[config.mk]
export PLATFORM = sky130hd
export DESIGN_NAME = tart_acquire_top
export DESIGN_NICKNAME = d
export VERILOG_FILES = /design/src/rtl/wb_pkg.sv /design/src/rtl/acq_pkg.sv /design/src/rtl/tart_acquire_top.sv /design/src/rtl/acq_read_result.sv /design/src/rtl/dram_prefetch.sv /design/src/rtl/acq_ctrl_exec.sv /design/src/rtl/acq_bus_decode.sv
export SDC_FILE = /design/constraint.sdc
export NUM_CORES = 1
export LEC_CHECK = 0
export CORE_MARGIN = 3
export CORE_UTILIZATION = 50
export CTS_BUF_LIST = sky130_fd_sc_hd__clkbuf_4 sky130_fd_sc_hd__clkbuf_8
export DETAILED_ROUTE_END_ITERATION = 10
export DONT_BUFFER_PORTS = 1
export PLACE_DENSITY = 0.75
export SLEW_MARGIN = 10
export SYNTH_ARGS = -nofsm -noshare
export SYNTH_HDL_FRONTEND = slang
export SYNTH_SLANG_ARGS = --single-unit
[constraint.sdc]
create_clock -name clk_i -period 5.7 [get_ports clk_i]
set_input_delay 0.57 -clock clk_i [delete_from_list [all_inputs] [get_ports clk_i]]
set_output_delay 0.57 -clock clk_i [all_outputs]
set_load 0.03 [all_outputs]
[src/rtl/wb_pkg.sv]
`default_nettype none

package wb_pkg;

   // ----------------------------------------------------------------------
   // Bus word types.
   // ----------------------------------------------------------------------

   // One byte on the host bus.
   typedef logic [7:0] wb_data_t;

   // Eight register slots.
   typedef logic [2:0] wb_addr_t;

   // Request as seen by the slave, one bundle per cycle.
   typedef struct packed {
      logic     cyc;
      logic     stb;
      logic     we;
      wb_addr_t adr;
      wb_data_t dat;
   } wb_req_t;

   // ----------------------------------------------------------------------
   // Register map.
   // ----------------------------------------------------------------------

   // Antenna byte stream, high byte first.
   localparam wb_addr_t ADR_STREAM   = 3'd0;
   // Fixed views of the held sample.
   localparam wb_addr_t ADR_BYTE_HI  = 3'd1;
   localparam wb_addr_t ADR_BYTE_MID = 3'd2;
   localparam wb_addr_t ADR_BYTE_LO  = 3'd3;
   // Slot 4 is left unmapped, reads as zero.
   // Acquisition settings.
   localparam wb_addr_t ADR_DELAY    = 3'd5;
   localparam wb_addr_t ADR_DEBUG    = 3'd6;
   localparam wb_addr_t ADR_STATUS   = 3'd7;

endpackage

`default_nettype wire
[src/rtl/acq_pkg.sv]
`default_nettype none

package acq_pkg;

   // ----------------------------------------------------------------------
   // Antenna sample.
   // ----------------------------------------------------------------------

   // Bytes per antenna sample.
   localparam int SAMPLE_BYTES = 3;

   // One word, two readings of it.
   // Flat view for the memory side.
   // Byte view for the register side, index 2 is the high byte.
   typedef union packed {
      logic [SAMPLE_BYTES*8-1:0]               word;
      wb_pkg::wb_data_t [SAMPLE_BYTES-1:0]     bytes;
   } sample_u;

   // ----------------------------------------------------------------------
   // Acquisition settings.
   // ----------------------------------------------------------------------

   // Driven out to the capture logic.
   typedef struct packed {
      logic [2:0] sample_delay;
      logic       debug_mode;
      logic       enabled;
   } acq_cfg_t;

   // ----------------------------------------------------------------------
   // Decoded bus transfer.
   // ----------------------------------------------------------------------

   // Kind of transfer accepted this cycle.
   typedef enum logic [1:0] {
      OP_NONE,
      OP_READ,
      OP_WRITE,
      OP_STREAM
   } acq_op_e;

   // One transfer, live for a single cycle.
   typedef struct packed {
      acq_op_e          op;
      wb_pkg::wb_addr_t adr;
      wb_pkg::wb_data_t dat;
   } acq_cmd_t;

endpackage

`default_nettype wire

[src/rtl/tart_acquire_top.sv]
`default_nettype none

module tart_acquire_top (
   input  wire logic              clk_i,
   input  wire logic              rst_i,
   // Host bus.
   input  wire logic              cyc_i,
   input  wire logic              stb_i,
   input  wire logic              we_i,
   input  wire wb_pkg::wb_addr_t  adr_i,
   input  wire wb_pkg::wb_data_t  dat_i,
   output      logic              ack_o,
   output      wb_pkg::wb_data_t  dat_o,
   // Sample source.
   input  wire logic              data_ready_i,
   output      logic              data_request_o,
   input  wire acq_pkg::sample_u  data_i,
   // Link and capture side.
   input  wire logic              spi_busy_i,
   output      acq_pkg::acq_cfg_t cfg_o
);

   import wb_pkg::*;
   import acq_pkg::*;

   // ----------------------------------------------------------------------
   // Internal wiring.
   // ----------------------------------------------------------------------

   wb_req_t    bus_req;
   acq_cmd_t   cmd;
   acq_cfg_t   cfg;
   sample_u    sample;
   logic       sample_valid;
   logic       sample_sent;
   logic [1:0] stream_index;

   // Bus pins bundled for the decoder.
   assign bus_req = '{cyc: cyc_i, stb: stb_i, we: we_i, adr: adr_i, dat: dat_i};

   // ----------------------------------------------------------------------
   // Blocks.
   // ----------------------------------------------------------------------

   // Bus cycles to commands.
   acq_bus_decode u_decode (
      .clk_i          (clk_i),
      .rst_i          (rst_i),
      .req_i          (bus_req),
      .sample_valid_i (sample_valid),
      .cmd_o          (cmd),
      .ack_o          (ack_o)
   );

   // Settings and stream position.
   acq_ctrl_exec u_exec (
      .clk_i          (clk_i),
      .rst_i          (rst_i),
      .spi_busy_i     (spi_busy_i),
      .cmd_i          (cmd),
      .cfg_o          (cfg),
      .stream_index_o (stream_index),
      .sample_sent_o  (sample_sent)
   );

   // Sample holder toward memory.
   dram_prefetch u_prefetch (
      .clk_i          (clk_i),
      .rst_i          (rst_i),
      .data_ready_i   (data_ready_i),
      .data_request_o (data_request_o),
      .data_i         (data_i),
      .sample_sent_i  (sample_sent),
      .sample_o       (sample),
      .sample_valid_o (sample_valid)
   );

   // Read data back to the host.
   acq_read_result u_result (
      .clk_i          (clk_i),
      .cmd_i          (cmd),
      .sample_i       (sample),
      .stream_index_i (stream_index),
      .cfg_i          (cfg),
      .dat_o          (dat_o)
   );

   assign cfg_o = cfg;

endmodule

`default_nettype wire

[src/rtl/acq_read_result.sv]
`default_nettype none

module acq_read_result (
   input  wire logic              clk_i,
   input  wire acq_pkg::acq_cmd_t cmd_i,
   input  wire acq_pkg::sample_u  sample_i,
   input  wire logic [1:0]        stream_index_i,
   input  wire acq_pkg::acq_cfg_t cfg_i,
   output      wb_pkg::wb_data_t  dat_o
);

   import wb_pkg::*;
   import acq_pkg::*;

   // Read of any kind this cycle.
   logic       rd;
   // Byte slot picked by the stream index.
   logic [1:0] byte_sel;
   // Selected read value.
   wb_data_t   rd_data;
   // Read data register.
   wb_data_t   dat_q;

   // ----------------------------------------------------------------------
   // Read mux.
   // ----------------------------------------------------------------------

   always_comb begin
      rd       = (cmd_i.op == OP_READ) || (cmd_i.op == OP_STREAM);
      // Index 0 is the high byte.
      byte_sel = 2'(SAMPLE_BYTES - 1) - stream_index_i;
      if (cmd_i.op == OP_STREAM) begin
         rd_data = sample_i.bytes[byte_sel];
      end else begin
         case (cmd_i.adr)
            ADR_BYTE_HI:  rd_data = sample_i.bytes[2];
            ADR_BYTE_MID: rd_data = sample_i.bytes[1];
            ADR_BYTE_LO:  rd_data = sample_i.bytes[0];
            // Settings, zero-extended.
            ADR_DELAY:    rd_data = wb_data_t'(cfg_i.sample_delay);
            ADR_DEBUG:    rd_data = wb_data_t'(cfg_i.debug_mode);
            ADR_STATUS:   rd_data = wb_data_t'(cfg_i.enabled);
            // Unmapped slot.
            default:      rd_data = '0;
         endcase
      end
   end

   // ----------------------------------------------------------------------
   // Read data register.
   // ----------------------------------------------------------------------

   // Loaded on the ack edge, held otherwise.
   always_ff @(posedge clk_i) begin
      if (rd) begin
         dat_q <= rd_data;
      end
   end

   assign dat_o = dat_q;

endmodule

`default_nettype wire

[src/rtl/dram_prefetch.sv]
`default_nettype none

module dram_prefetch (
   input  wire logic             clk_i,
   input  wire logic             rst_i,
   input  wire logic             data_ready_i,
   output      logic             data_request_o,
   input  wire acq_pkg::sample_u data_i,
   input  wire logic             sample_sent_i,
   output      acq_pkg::sample_u sample_o,
   output      logic             sample_valid_o
);

   import acq_pkg::*;

   // ----------------------------------------------------------------------
   // One-entry holder.
   // ----------------------------------------------------------------------

   // Held antenna sample.
   sample_u sample_q;
   // Holder is full.
   logic    valid_q;
   // Word arrives while empty.
   logic    capture;

   // The source only answers an open request.
   assign capture = !valid_q && data_ready_i;

   // ----------------------------------------------------------------------
   // Valid flag.
   // ----------------------------------------------------------------------

   // Empty after reset, so a fetch starts at once.
   // Consumption wins, a full holder ignores ready.
   always_ff @(posedge clk_i) begin
      if (rst_i) begin
         valid_q <= 1'b0;
      end else if (sample_sent_i) begin
         valid_q <= 1'b0;
      end else if (capture) begin
         valid_q <= 1'b1;
      end
   end

   // ----------------------------------------------------------------------
   // Sample payload.
   // ----------------------------------------------------------------------

   // Word taken in the ready cycle.
   // Kept until the next capture.
   always_ff @(posedge clk_i) begin
      if (capture) begin
         sample_q <= data_i;
      end
   end

   // ----------------------------------------------------------------------
   // Memory request.
   // ----------------------------------------------------------------------

   // High while empty.
   // Drops the cycle after capture.
   assign data_request_o = !valid_q;

   assign sample_o       = sample_q;
   assign sample_valid_o = valid_q;

endmodule

`default_nettype wire

[src/rtl/acq_ctrl_exec.sv]
`default_nettype none

module acq_ctrl_exec (
   input  wire logic              clk_i,
   input  wire logic              rst_i,
   input  wire logic              spi_busy_i,
   input  wire acq_pkg::acq_cmd_t cmd_i,
   output      acq_pkg::acq_cfg_t cfg_o,
   output      logic [1:0]        stream_index_o,
   output      logic              sample_sent_o
);

   import wb_pkg::*;
   import acq_pkg::*;

   // Index of the low byte, last in the stream.
   localparam logic [1:0] LAST_INDEX = 2'(SAMPLE_BYTES - 1);

   // ----------------------------------------------------------------------
   // Decoded strobes.
   // ----------------------------------------------------------------------

   // Register write this cycle.
   logic       wr;
   // Stream byte read this cycle.
   logic       stream;
   // Stream index is on the last byte.
   logic       at_last;
   // Index after this stream byte.
   logic [1:0] index_next;

   // Settings register.
   acq_cfg_t   cfg_q;
   // Stream byte index.
   logic [1:0] index_q;
   // Sample consumed pulse.
   logic       sent_q;

   always_comb begin
      wr         = (cmd_i.op == OP_WRITE);
      stream     = (cmd_i.op == OP_STREAM);
      at_last    = (index_q == LAST_INDEX);
      // Wraps back to the high byte.
      index_next = at_last ? 2'd0 : index_q + 2'd1;
   end

   // ----------------------------------------------------------------------
   // Settings registers.
   // ----------------------------------------------------------------------

   // Written on the ack edge, visible with ack.
   always_ff @(posedge clk_i) begin
      if (rst_i) begin
         cfg_q <= '0;
      end else if (wr) begin
         case (cmd_i.adr)
            ADR_DELAY:  cfg_q.sample_delay <= cmd_i.dat[2:0];
            ADR_DEBUG:  cfg_q.debug_mode   <= cmd_i.dat[0];
            ADR_STATUS: cfg_q.enabled      <= cmd_i.dat[0];
            // Read-only and unmapped slots.
            default:    cfg_q              <= cfg_q;
         endcase
      end
   end

   // ----------------------------------------------------------------------
   // Stream index and sample consumption.
   // ----------------------------------------------------------------------

   // Idle link restarts the stream at the high byte.
   always_ff @(posedge clk_i) begin
      if (rst_i) begin
         index_q <= 2'd0;
      end else if (!spi_busy_i) begin
         index_q <= 2'd0;
      end else if (stream) begin
         index_q <= index_next;
      end
   end

   // Pulse after the low byte leaves.
   // Tells the prefetcher to drop its sample
   always_ff @(posedge clk_i) begin
      if (rst_i) begin
         sent_q <= 1'b0;
      end else begin
         sent_q <= stream && at_last;
      end
   end

   assign cfg_o          = cfg_q;
   assign stream_index_o = index_q;
   assign sample_sent_o  = sent_q;

endmodule

`default_nettype wire

[src/rtl/acq_bus_decode.sv]
`default_nettype none

module acq_bus_decode (
   input  wire logic              clk_i,
   input  wire logic              rst_i,
   input  wire wb_pkg::wb_req_t   req_i,
   input  wire logic              sample_valid_i,
   output      acq_pkg::acq_cmd_t cmd_o,
   output      logic              ack_o
);

   import wb_pkg::*;
   import acq_pkg::*;

   // ----------------------------------------------------------------------
   // Transfer acceptance.
   // ----------------------------------------------------------------------

   // Read at the stream slot.
   logic    is_stream;
   // Transfer taken on the coming edge.
   logic    accept;
   // Kind of the accepted transfer.
   acq_op_e op;
   // Acknowledge register.
   logic    ack_q;

   always_comb begin
      is_stream = !req_i.we && (req_i.adr == ADR_STREAM);
      // Live request, not the cycle being acknowledged.
      accept    = req_i.cyc && req_i.stb && !ack_q;
      // Stream reads wait for a held sample.
      // The master keeps stb up meanwhile.
      if (is_stream && !sample_valid_i) begin
         accept = 1'b0;
      end
   end

   // ----------------------------------------------------------------------
   // Classification.
   // ----------------------------------------------------------------------

   always_comb begin
      if (!accept) begin
         op = OP_NONE;
      end else if (req_i.we) begin
         op = OP_WRITE;
      end else if (is_stream) begin
         op = OP_STREAM;
      end else begin
         op = OP_READ;
      end
   end

   // Command is live in the sampling cycle only.
   // Downstream registers take it on the ack edge.
   always_comb begin
      cmd_o.op  = op;
      cmd_o.adr = req_i.adr;
      cmd_o.dat = req_i.dat;
   end

   // ----------------------------------------------------------------------
   // Acknowledge.
   // ----------------------------------------------------------------------

   // One cycle high per accepted transfer.
   always_ff @(posedge clk_i) begin
      if (rst_i) begin
         ack_q <= 1'b0;
      end else begin
         ack_q <= accept;
      end
   end

   assign ack_o = ack_q;

endmodule

`default_nettype wire

# Word-level counts from Yosys, hierarchy flattened
# Index checks and enable logic that the tools add are counted.
# word_totals
regBits	42
output_inout_bits	15
elab_cells	48
# classes
n_addsub	2
order_cmp	1
eq_ne	10
muxes	9
bitwise_logic	1
n_reduce_logical	16
# op_table
op	n
one-hot mux 8 bit (6 select lines)	1
binary-select mux 8 bit (select 2 bit)	1
two-way mux 8 bit	2
== test 3 bit (second input constant)	3
two-way mux 2 bit	4
== test 2 bit (second input constant)	3
== test 3 x 2 -> 1 bit (second input constant)	2
logical AND 1 bit	6
AND reduction 2 bit	3
OR reduction 2 bit	2
== test 3 x 1 -> 1 bit (second input constant)	1
logical NOT 1 bit	3
logical NOT 3 bit	1
< comparator 2 x 3 -> 1 bit (second input constant)	1
adder 2 x 1 -> 2 bit (second input constant)	1
== test 2 x 1 -> 1 bit (second input constant)	1
subtractor 2 bit (first input constant)	1
logical OR 1 bit	1
two-way mux 1 bit	1
NOT 1 bit	1

# Longest topological paths before layout
# Gate-level depths: netlist (run 1).
# logic_depth
depth_word	7
depth_mapped	7

# Modules after synthesis
# Synthesis (run 1) repeated with hierarchy kept, for this count alone.
# unflattened
hier_cells	168
area_unflattened_um2	2073.2
# modules_own_cells
mod	instances	cells_each	area_each_um2
acq_read_result	1	84	792.0
dram_prefetch	1	29	764.5
acq_ctrl_exec	1	36	369.1
acq_bus_decode	1	19	147.6

# Worst setup path before layout (run 1)
# Ideal clock, no wire load.
# synth_timing
kind	in2reg
startpoint	input data_ready_i
endpoint	register u_prefetch.sample_q, in the netlist u_prefetch.sample_o[0], enable pin
setup_ns	0.408
arrival_ns	1.676
setup_slack_ns	3.617
path_stages	1
cell_sequence	nor2b_1
# synth_between
elab_chain_len	1
# synth_rtl
element	line	source
start: declaration	tart_acquire_top.sv:15	input wire logic data_ready_i,
logical AND 1 bit	dram_prefetch.sv:28	assign capture = !valid_q && data_ready_i;
end signal: assignment	dram_prefetch.sv:54	sample_q <= data_i;
end: declaration	dram_prefetch.sv:21	sample_u sample_q;
# No other way between the ends.
# A chain may end at the register's enable or synchronous reset.

# Final worst setup path (run 1)
# layout_timing
startpoint	register u_exec.index_q[0], in the netlist u_exec.stream_index_o[0]
endpoint	register u_result.dat_q[5], in the netlist u_result.dat_o[5], data pin
# layout_between
elab_chain_len	4
# layout_rtl
element	line	source
start: declaration	acq_ctrl_exec.sv:35	logic [1:0] index_q;
start signal: assignment	acq_ctrl_exec.sv:77	index_q <= index_next;
subtractor 2 bit	acq_read_result.sv:31	byte_sel = 2'(SAMPLE_BYTES - 1) - stream_index_i;
binary-select mux 8 bit (select 2 bit)	acq_read_result.sv:33	rd_data = sample_i.bytes[byte_sel];
two-way mux 8 bit (implied by the code)	acq_read_result.sv:33	
two-way mux 8 bit	acq_read_result.sv:32	if (cmd_i.op == OP_STREAM) begin
via u_result.rd_data[5]	acq_read_result.sv:20	wb_data_t rd_data;
end signal: assignment	acq_read_result.sv:56	dat_q <= rd_data;
end: declaration	acq_read_result.sv:22	wb_data_t dat_q;
# The timed path passes the listed nets, and every way through them passes these cells. The select of a mux whose other input is x is not followed.

==> implementation parameters, run 1 <==
Parameter                              Value

Status
  Status ... finished clean

Clocking
  Clock buffer depth ... 2
  Total setup buffers inserted after CTS ... 0
  Latest clock arrival within the worst-skew pair ... 300 ps
  CTS tree ... done
  Hold bufs inserted after CTS ... 0
  Clock Sink Count ... 42
  CTS Root Buffer Type ... sky130_fd_sc_hd__clkbuf_8
  Number of gates resized after CTS ... 0
  Clock buffer count from CTS ... 5
  Number of H-tree branching levels ... 2
  Clock transition at the registers of the reported paths ... 90 ps

GRT
  Number of antenna violations at the first check in global routing ... 0
  All-Layer GR Usage ... 18.0%
  Largest net degree at the start of global routing ... 25
  Global-route wire length before repair ... 6060 um
  Via count of the first global-routing pass ... 1195
  Total grt overflow ... 0

Timing
  Worst Clk Skew ... 13.1 ps
  Worst-case headroom to the max-slew limit ... 23.9%
  Achievable frequency ... 430 MHz
  Final hold violation count ... 0
  Worst slew pin tran ... 1130 ps
  Unrepaired setup endpoints after global routing ... false
  Post-route setup TNS ... 0 ps
  Final-report max-slew violation count ... 0
  Final period util ... 40.8%
  Minimum clock period after layout ... 2320 ps
  Number of endpoints failing setup at the final stage ... 0

Setup path
  Max stage delay on crit path ... 660 ps
  Maximum net fanout on the critical path ... 10
  Endpoint required time on the critical path ... 5740 ps
  Capturing element type of the critical path ... flop
  Worst path cell trace ... clkinv_1, ha_1, mux2_2, a22oi_1, o22ai_1
  Category of the most critical setup path ... reg -> reg
  Crit start category ... flop
  Arrival time of data at the critical path endpoint ... 2370 ps
  Slowest cell on the critical path ... sky130_fd_sc_hd__ha_1

Placed design
  DP Area ... 1970 um^2
  Total of buffers placed on input and output ports ... 0
  Routability Congestion ... 0.781
  HPWL after DPL ... 2730 um

Pwr
  Static Leakage ... 0.000677 uW
  Power density over the cells ... 284 nW/um^2
  Peak supply drop ... 0.137 mV

Job
  # Max-Cap Violations ... 0

Synth
  Most used DFF post-synth ... sky130_fd_sc_hd__edfxtp_1
  Biggest area contributors in the synthesized netlist ... sky130_fd_sc_hd__edfxtp_1 (49%), sky130_fd_sc_hd__mux2_2 (10%), sky130_fd_sc_hd__dfxtp_1 (10%)
  Synth Net Count ... 192
  Synthesized instance count ... 147
  Top cell type's share of synthesized area ... 48.9%
  Cell taking the most area after synthesis ... sky130_fd_sc_hd__edfxtp_1
  Fraction of the yosys area taken by sequential cells ... 59.0%
  Average cell area after synthesis ... 13.4 um^2
  Flops & latches, synth ... 42
  Number of synthesized flops with an enable pin ... 32
  Synth warn ... 0
  Post-Synthesis Cell Area ... 1970 um^2
  Most common cell in the synthesized netlist ... sky130_fd_sc_hd__edfxtp_1
  Share of synthesized flip-flops with an asynchronous set or reset ... 0%
  Most used standard cells in the synthesized netlist ... sky130_fd_sc_hd__edfxtp_1 (32), sky130_fd_sc_hd__mux2_2 (18), sky130_fd_sc_hd__a22oi_1 (12)
  Synth unique cells ... 35

Finish
  Fraction of final layout cells with drive strength greater than 1 ... 21.4%
  Diode insertion count for antenna repair ... 0
  Final design area excluding fillers ... 2060 um^2
  Synthesis-to-layout area growth ... 4.83%
  Nets@finish ... 189

Floorplanning
  Vert. Die Dim ... 68.7 um
  Total die area ... 4720 um^2
  FP Rows ... 22
  X dimension of the die ... 68.7 um
  Top-level port count ... 57
  CORE AREA ... 3720 um^2
  Starting density of the core ... 52.9%

Hold path
  Path category of the worst min-delay check ... in -> reg

Route
  Count of routing violations after the opening detailed-route iteration ... 81
  Total number of vias ... 1206
  Number of nets with antenna violations after routing ... 0
  Iteration count of the initial detailed-routing pass ... 4
  DRC violation count after routing ... 0
  Via/cell ratio ... 6.25
  WL/cell ... 20.2 um
  Routed wire length ... 3900 um
## flip-flops by register name, summed over array words and instances, names as in the netlist
signal,count
u_decode.ack_o,1
u_exec.cfg_o,5
u_exec.stream_index_o,2
u_prefetch.sample_o,24
u_exec.sample_sent_o,1
u_result.dat_o,8
u_prefetch.sample_valid_o,1
## placed cells by master (no fill, tap or decap), types with 3 or more instances in the layout
cell / n
sky130_fd_sc_hd__edfxtp_1: 32
sky130_fd_sc_hd__mux2_2: 18
sky130_fd_sc_hd__a22oi_1: 12
sky130_fd_sc_hd__dfxtp_1: 10
sky130_fd_sc_hd__nand2b_1: 8
sky130_fd_sc_hd__o22ai_1: 5
sky130_fd_sc_hd__mux2i_1: 5
sky130_fd_sc_hd__clkbuf_8: 5
sky130_fd_sc_hd__nor3_1: 4
sky130_fd_sc_hd__nor2b_1: 4
sky130_fd_sc_hd__nand4_1: 4
sky130_fd_sc_hd__inv_1: 3
sky130_fd_sc_hd__a21oi_1: 3
sky130_fd_sc_hd__o31ai_1: 3
sky130_fd_sc_hd__ha_1: 3
## cell type report
type | instances | area (um^2)
inverter | 4 | 15.0
clock buffer | 6 | 76.3
tap | 48 | 60.1
sequential | 42 | 1160
fill | 319 | 1650
multi-input combinational | 91 | 736
clock inverter | 2 | 13.8
## cell families (layout without fill, tap and decap cells)
group / count (synthesis) / after routing / synth area share, %
and+or+nand+nor: 35 / 35 / 11.8
adders and majority gates: 3 / 3 / 1.91
muxes: 23 / 23 / 12.8
buffers and inverters: 14 / 12 / 3.69
AOI/OAI and AO/OA: 30 / 30 / 10.7
DFF: 42 / 42 / 59.0
## path summary, 6_finish.rpt
check,start,end,slack [ps],cells after the start
worst min register to register,u_exec.sample_sent_o$_SDFF_PP0_,u_prefetch.sample_valid_o$_SDFFE_PP0P_,400,1
worst max-delay path,u_exec.stream_index_o[0]$_SDFFE_PP0N_,u_result.dat_o[5]$_DFFE_PP_,3380,5
worst min-delay path,rst_i,u_prefetch.sample_valid_o$_SDFFE_PP0P_,340,1
worst max register to register,u_exec.stream_index_o[0]$_SDFFE_PP0N_,u_result.dat_o[5]$_DFFE_PP_,3380,5
## stage by stage
stage | utilization, % | setup slack [ps] | instances | power (uW) | hold slack, ps
after global routing | 55.5 | 3210 | 193 | 608 | 324
after global placement | 53.1 | 3420 | 185 | 396 | 380
after CTS | 55.5 | 3370 | 193 | 588 | 332
final | 55.5 | 3380 | 193 | 585 | 335
after detailed placement | 53.1 | 3360 | 185 | 398 | 383
after floorplan | - | 3620 | 147 | 396 | 376
## metal layers
metal | GRT usage, % | part of all wire (%) | wire length (um)
met1 | 22.1 | 43 | 1690
met3 | 5.19 | 5.8 | 225
met4 | 6.81 | 1.2 | 48
met2 | 29.8 | 50 | 1940
met5 | 0 | 0 | 0
## where the power goes
group / internal [uW] / switching [uW]
clock network: 91.2 / 102
registers: 345 / 12.7
logic: 16.5 / 17.0
total: 453 / 132
## worst max-delay path: cells and delay by family (launching register included)
| family | cells | cell delay (ps) |
|---|---|---|
| AO/OA/AOI/OAI | 2 | 300 |
| adder cells (fa/ha/maj) | 1 | 660 |
| flip-flops | 1 | 410 |
| buffers and inverters | 1 | 310 |
| multiplexers | 1 | 380 |
Power figures use the tool's default switching activity.
==> run 2, diff against run 1 <==
--- a/config.mk
+++ b/config.mk
@@ -10,7 +10,7 @@
 export CTS_BUF_LIST = sky130_fd_sc_hd__clkbuf_4 sky130_fd_sc_hd__clkbuf_8
 export DETAILED_ROUTE_END_ITERATION = 10
 export DONT_BUFFER_PORTS = 1
-export PLACE_DENSITY = 0.75
+export PLACE_DENSITY = 0.78
 export SLEW_MARGIN = 10
 export SYNTH_ARGS = -nofsm -noshare
 export SYNTH_HDL_FRONTEND = slang
==> constraint.sdc (replaced) <==
create_clock -name clk_i -period 2.1 [get_ports clk_i]
set_input_delay 0.21 -clock clk_i [delete_from_list [all_inputs] [get_ports clk_i]]
set_output_delay 0.21 -clock clk_i [all_outputs]
set_load 0.03 [all_outputs]
==> implementation parameters, run 2 (synthesis results as in run 1) <==
Parameter                              Value

Route
  Iteration count of the initial detailed-routing pass ... 4 (unchanged)
  DRC violation count after routing ... 0 (unchanged)
  Total number of vias ... 1347 (was 1206)
  Number of nets with antenna violations after routing ... 0 (unchanged)
  Routed wire length ... 4370 um (was 3900 um)
  Count of routing violations after the opening detailed-route iteration ... 138 (was 81)
  Via/cell ratio ... 6.07 (was 6.25)
  WL/cell ... 19.7 um (was 20.2 um)

Pwr
  Switch share ... 19.7% (was 22.6%)
  Peak supply drop ... 0.445 mV (was 0.137 mV)
  Clock share of power ... 40.1% (was 33.1%)
  Combinational share of power ... 7.3% (was 5.7%)
  Sequential share of power ... 52.5% (was 61.2%)
  Switching Power ... 363 uW (was 132 uW)
  Internal power component ... 1480 uW (was 453 uW)
  Static Leakage ... 0.000818 uW (was 0.000677 uW)
  Power density over the cells ... 775 nW/um^2 (was 284 nW/um^2)

Placed design
  HPWL after DPL ... 2750 um (was 2730 um)
  Placement-stage worst setup slack ... 202 ps (was 3360 ps)
  Cell Count Post-Placement ... 189 (was 185)
  Routability Congestion ... 0.782 (was 0.781)
  Total of buffers placed on input and output ports ... 0 (unchanged)

Timing
  Achievable frequency ... 509 MHz (was 430 MHz)
  Minimum clock period after layout ... 1960 ps (was 2320 ps)
  Final hold violation count ... 0 (unchanged)
  Final period util ... 93.5% (was 40.8%)
  Worst slew pin tran ... 674 ps (was 1130 ps)
  Worst Clk Skew ... 3.20 ps (was 13.1 ps)
  Post-route worst setup slack ... 137 ps (was 3380 ps)
  Final-report max-slew violation count ... 0 (unchanged)
  Number of endpoints failing setup at the final stage ... 0 (unchanged)
  Worst-case headroom to the max-slew limit ... 54.9% (was 23.9%)

Finish
  Max reg flops ... 24 (unchanged)
  Top library cells by usage in the layout, fill and taps aside ... sky130_fd_sc_hd__edfxtp_1 (32), sky130_fd_sc_hd__dlygate4sd3_1 (25), sky130_fd_sc_hd__mux2_2 (18) (was sky130_fd_sc_hd__edfxtp_1 (32), sky130_fd_sc_hd__mux2_2 (18), sky130_fd_sc_hd__a22oi_1 (12))
  Final Core Density ... 64.2% (was 55.5%)
  Fill cell total of the finished layout ... 283 (was 319)
  Most frequent standard cell in the layout excluding fill and tap cells ... sky130_fd_sc_hd__edfxtp_1 (unchanged)
  Synthesis-to-layout area growth ... 21.2% (was 4.83%)
  Nets@finish ... 218 (was 189)
  Final std cells w/o fill ... 222 (was 193)
  Fraction of final layout cells with drive strength greater than 1 ... 19.5% (was 21.4%)
  Diode insertion count for antenna repair ... 0 (unchanged)

Setup path
  Maximum net fanout on the critical path ... 10 (unchanged)
  Crit start category ... flop (unchanged)
  Capturing element type of the critical path ... flop (unchanged)
  Arrival time of data at the critical path endpoint ... 2000 ps (was 2370 ps)
  Startpoint of the worst register-to-register path ... u_exec.stream_index_o[1]$_SDFFE_PP0N_ (was u_exec.stream_index_o[0]$_SDFFE_PP0N_)
  Startpoint of the most critical setup path ... u_exec.stream_index_o[1]$_SDFFE_PP0N_ (was u_exec.stream_index_o[0]$_SDFFE_PP0N_)
  Worst Setup EP ... u_result.dat_o[5]$_DFFE_PP_ (unchanged)
  Category of the most critical setup path ... reg -> reg (unchanged)
  Capture instance of the worst register-to-register path ... u_result.dat_o[5]$_DFFE_PP_ (unchanged)
  R2r worst-path depth ... 5 (unchanged)
  Endpoint required time on the critical path ... 2140 ps (was 5740 ps)
  Slack of the worst reg-to-reg path ... 140 ps (was 3380 ps)

Job
  # Max-Cap Violations ... 0 (unchanged)

Clocking
  Number of H-tree branching levels ... 2 (unchanged)
  Clock transition at the registers of the reported paths ... 80 ps (was 90 ps)
  Clock Sink Count ... 42 (unchanged)
  Clock buffer depth ... 2 (unchanged)
  CTS Root Buffer Type ... sky130_fd_sc_hd__clkbuf_8 (unchanged)
  CTS tree ... done (unchanged)
  Number of gates resized after CTS ... 0 (unchanged)
  Total setup buffers inserted after CTS ... 0 (unchanged)
  Latest clock arrival within the worst-skew pair ... 290 ps (was 300 ps)
  Hold bufs inserted after CTS ... 1 (was 0)
  Clock buffer count from CTS ... 5 (unchanged)

Floorplanning
  Total die area ... 4720 um^2 (unchanged)
  Starting density of the core ... 52.9% (unchanged)
  Top-level port count ... 57 (unchanged)
  X dimension of the die ... 68.7 um (unchanged)
  FP Rows ... 22 (unchanged)
  Vert. Die Dim ... 68.7 um (unchanged)
  CORE AREA ... 3720 um^2 (unchanged)

Status
  Status ... finished clean (unchanged)

Hold path
  Worst Hold Launch ... dat_i[1] (was rst_i)
  Path category of the worst min-delay check ... in -> reg (unchanged)

GRT
  Total grt overflow ... 0 (unchanged)
  Via count of the first global-routing pass ... 1286 (was 1195)
  Largest net degree at the start of global routing ... 25 (unchanged)
  All-Layer GR Usage ... 18.6% (was 18.0%)
  Global-route wire length before repair ... 6200 um (was 6060 um)
  Number of antenna violations at the first check in global routing ... 0 (unchanged)
-- run 2: area by class of cell --
class	count	area [um^2]	share of cell area, %
clock buffers	5	68.8	2.89
clock inverters	3	63.8	2.68
inverters	4	15.0	0.630
multi-input cells	91	736	30.8
flip-flops and latches	42	1160	48.7
well taps	48	60.1	2.52
repair buffers	29	280	11.8
-- run 2: critical path: stages, from the launching register on --
cell                      delay, ps
sky130_fd_sc_hd__dfxtp_1        370
sky130_fd_sc_hd__inv_1           80
sky130_fd_sc_hd__ha_1           550
sky130_fd_sc_hd__mux2_2         400
sky130_fd_sc_hd__a22oi_1        210
sky130_fd_sc_hd__o22ai_1        110
-- run 2: per-stage QoR --
stage | TNS [ps] | instance area, um^2 | total power, uW | hold WS (ps)
final | 0 | 2380 | 1850 | 72.2
after global routing | -26.0 | 2380 | 1910 | 58.6
after CTS | 0 | 2140 | 1820 | 3.23
after detailed placement | 0 | 2000 | 1080 | 290
after global placement | 0 | 2000 | 1080 | 289
after floorplan | 0 | 1970 | 1080 | 309
-- run 2: metal layers --
layer | GRT usage [%] | vias to the layer above | routed length, um
met5 | 0 | - | 0
met4 | 8.52 | 0 | 64
met3 | 7.62 | 6 | 389
met2 | 29.2 | 69 | 2270
met1 | 22.2 | 651 | 1650
li1 | - | 621 | -
-- run 2: how the worst min path moves through the flow --
stage / end / cells after the start
after global placement: u_prefetch.sample_valid_o$_SDFFE_PP0P_ / 1
after detailed placement: u_prefetch.sample_valid_o$_SDFFE_PP0P_ / 1
final: u_exec.cfg_o[3]$_SDFFE_PP0P_ / 2
after floorplan: u_prefetch.sample_o[0]$_DFFE_PP_ / 0
after global routing: u_prefetch.sample_valid_o$_SDFFE_PP0P_ / 2
after CTS: u_prefetch.sample_o[15]$_DFFE_PP_ / 0
-- run 2: power groups by stage --
stage	combinational [uW]	sequential [uW]	clock (uW)
3_5_place_dp	95.2	989	0
5_1_grt	146	975	790
6_report	135	971	741
4_1_cts	97.7	970	748
3_3_place_gp	90.4	986	0
2_1_floorplan	95.9	980	0
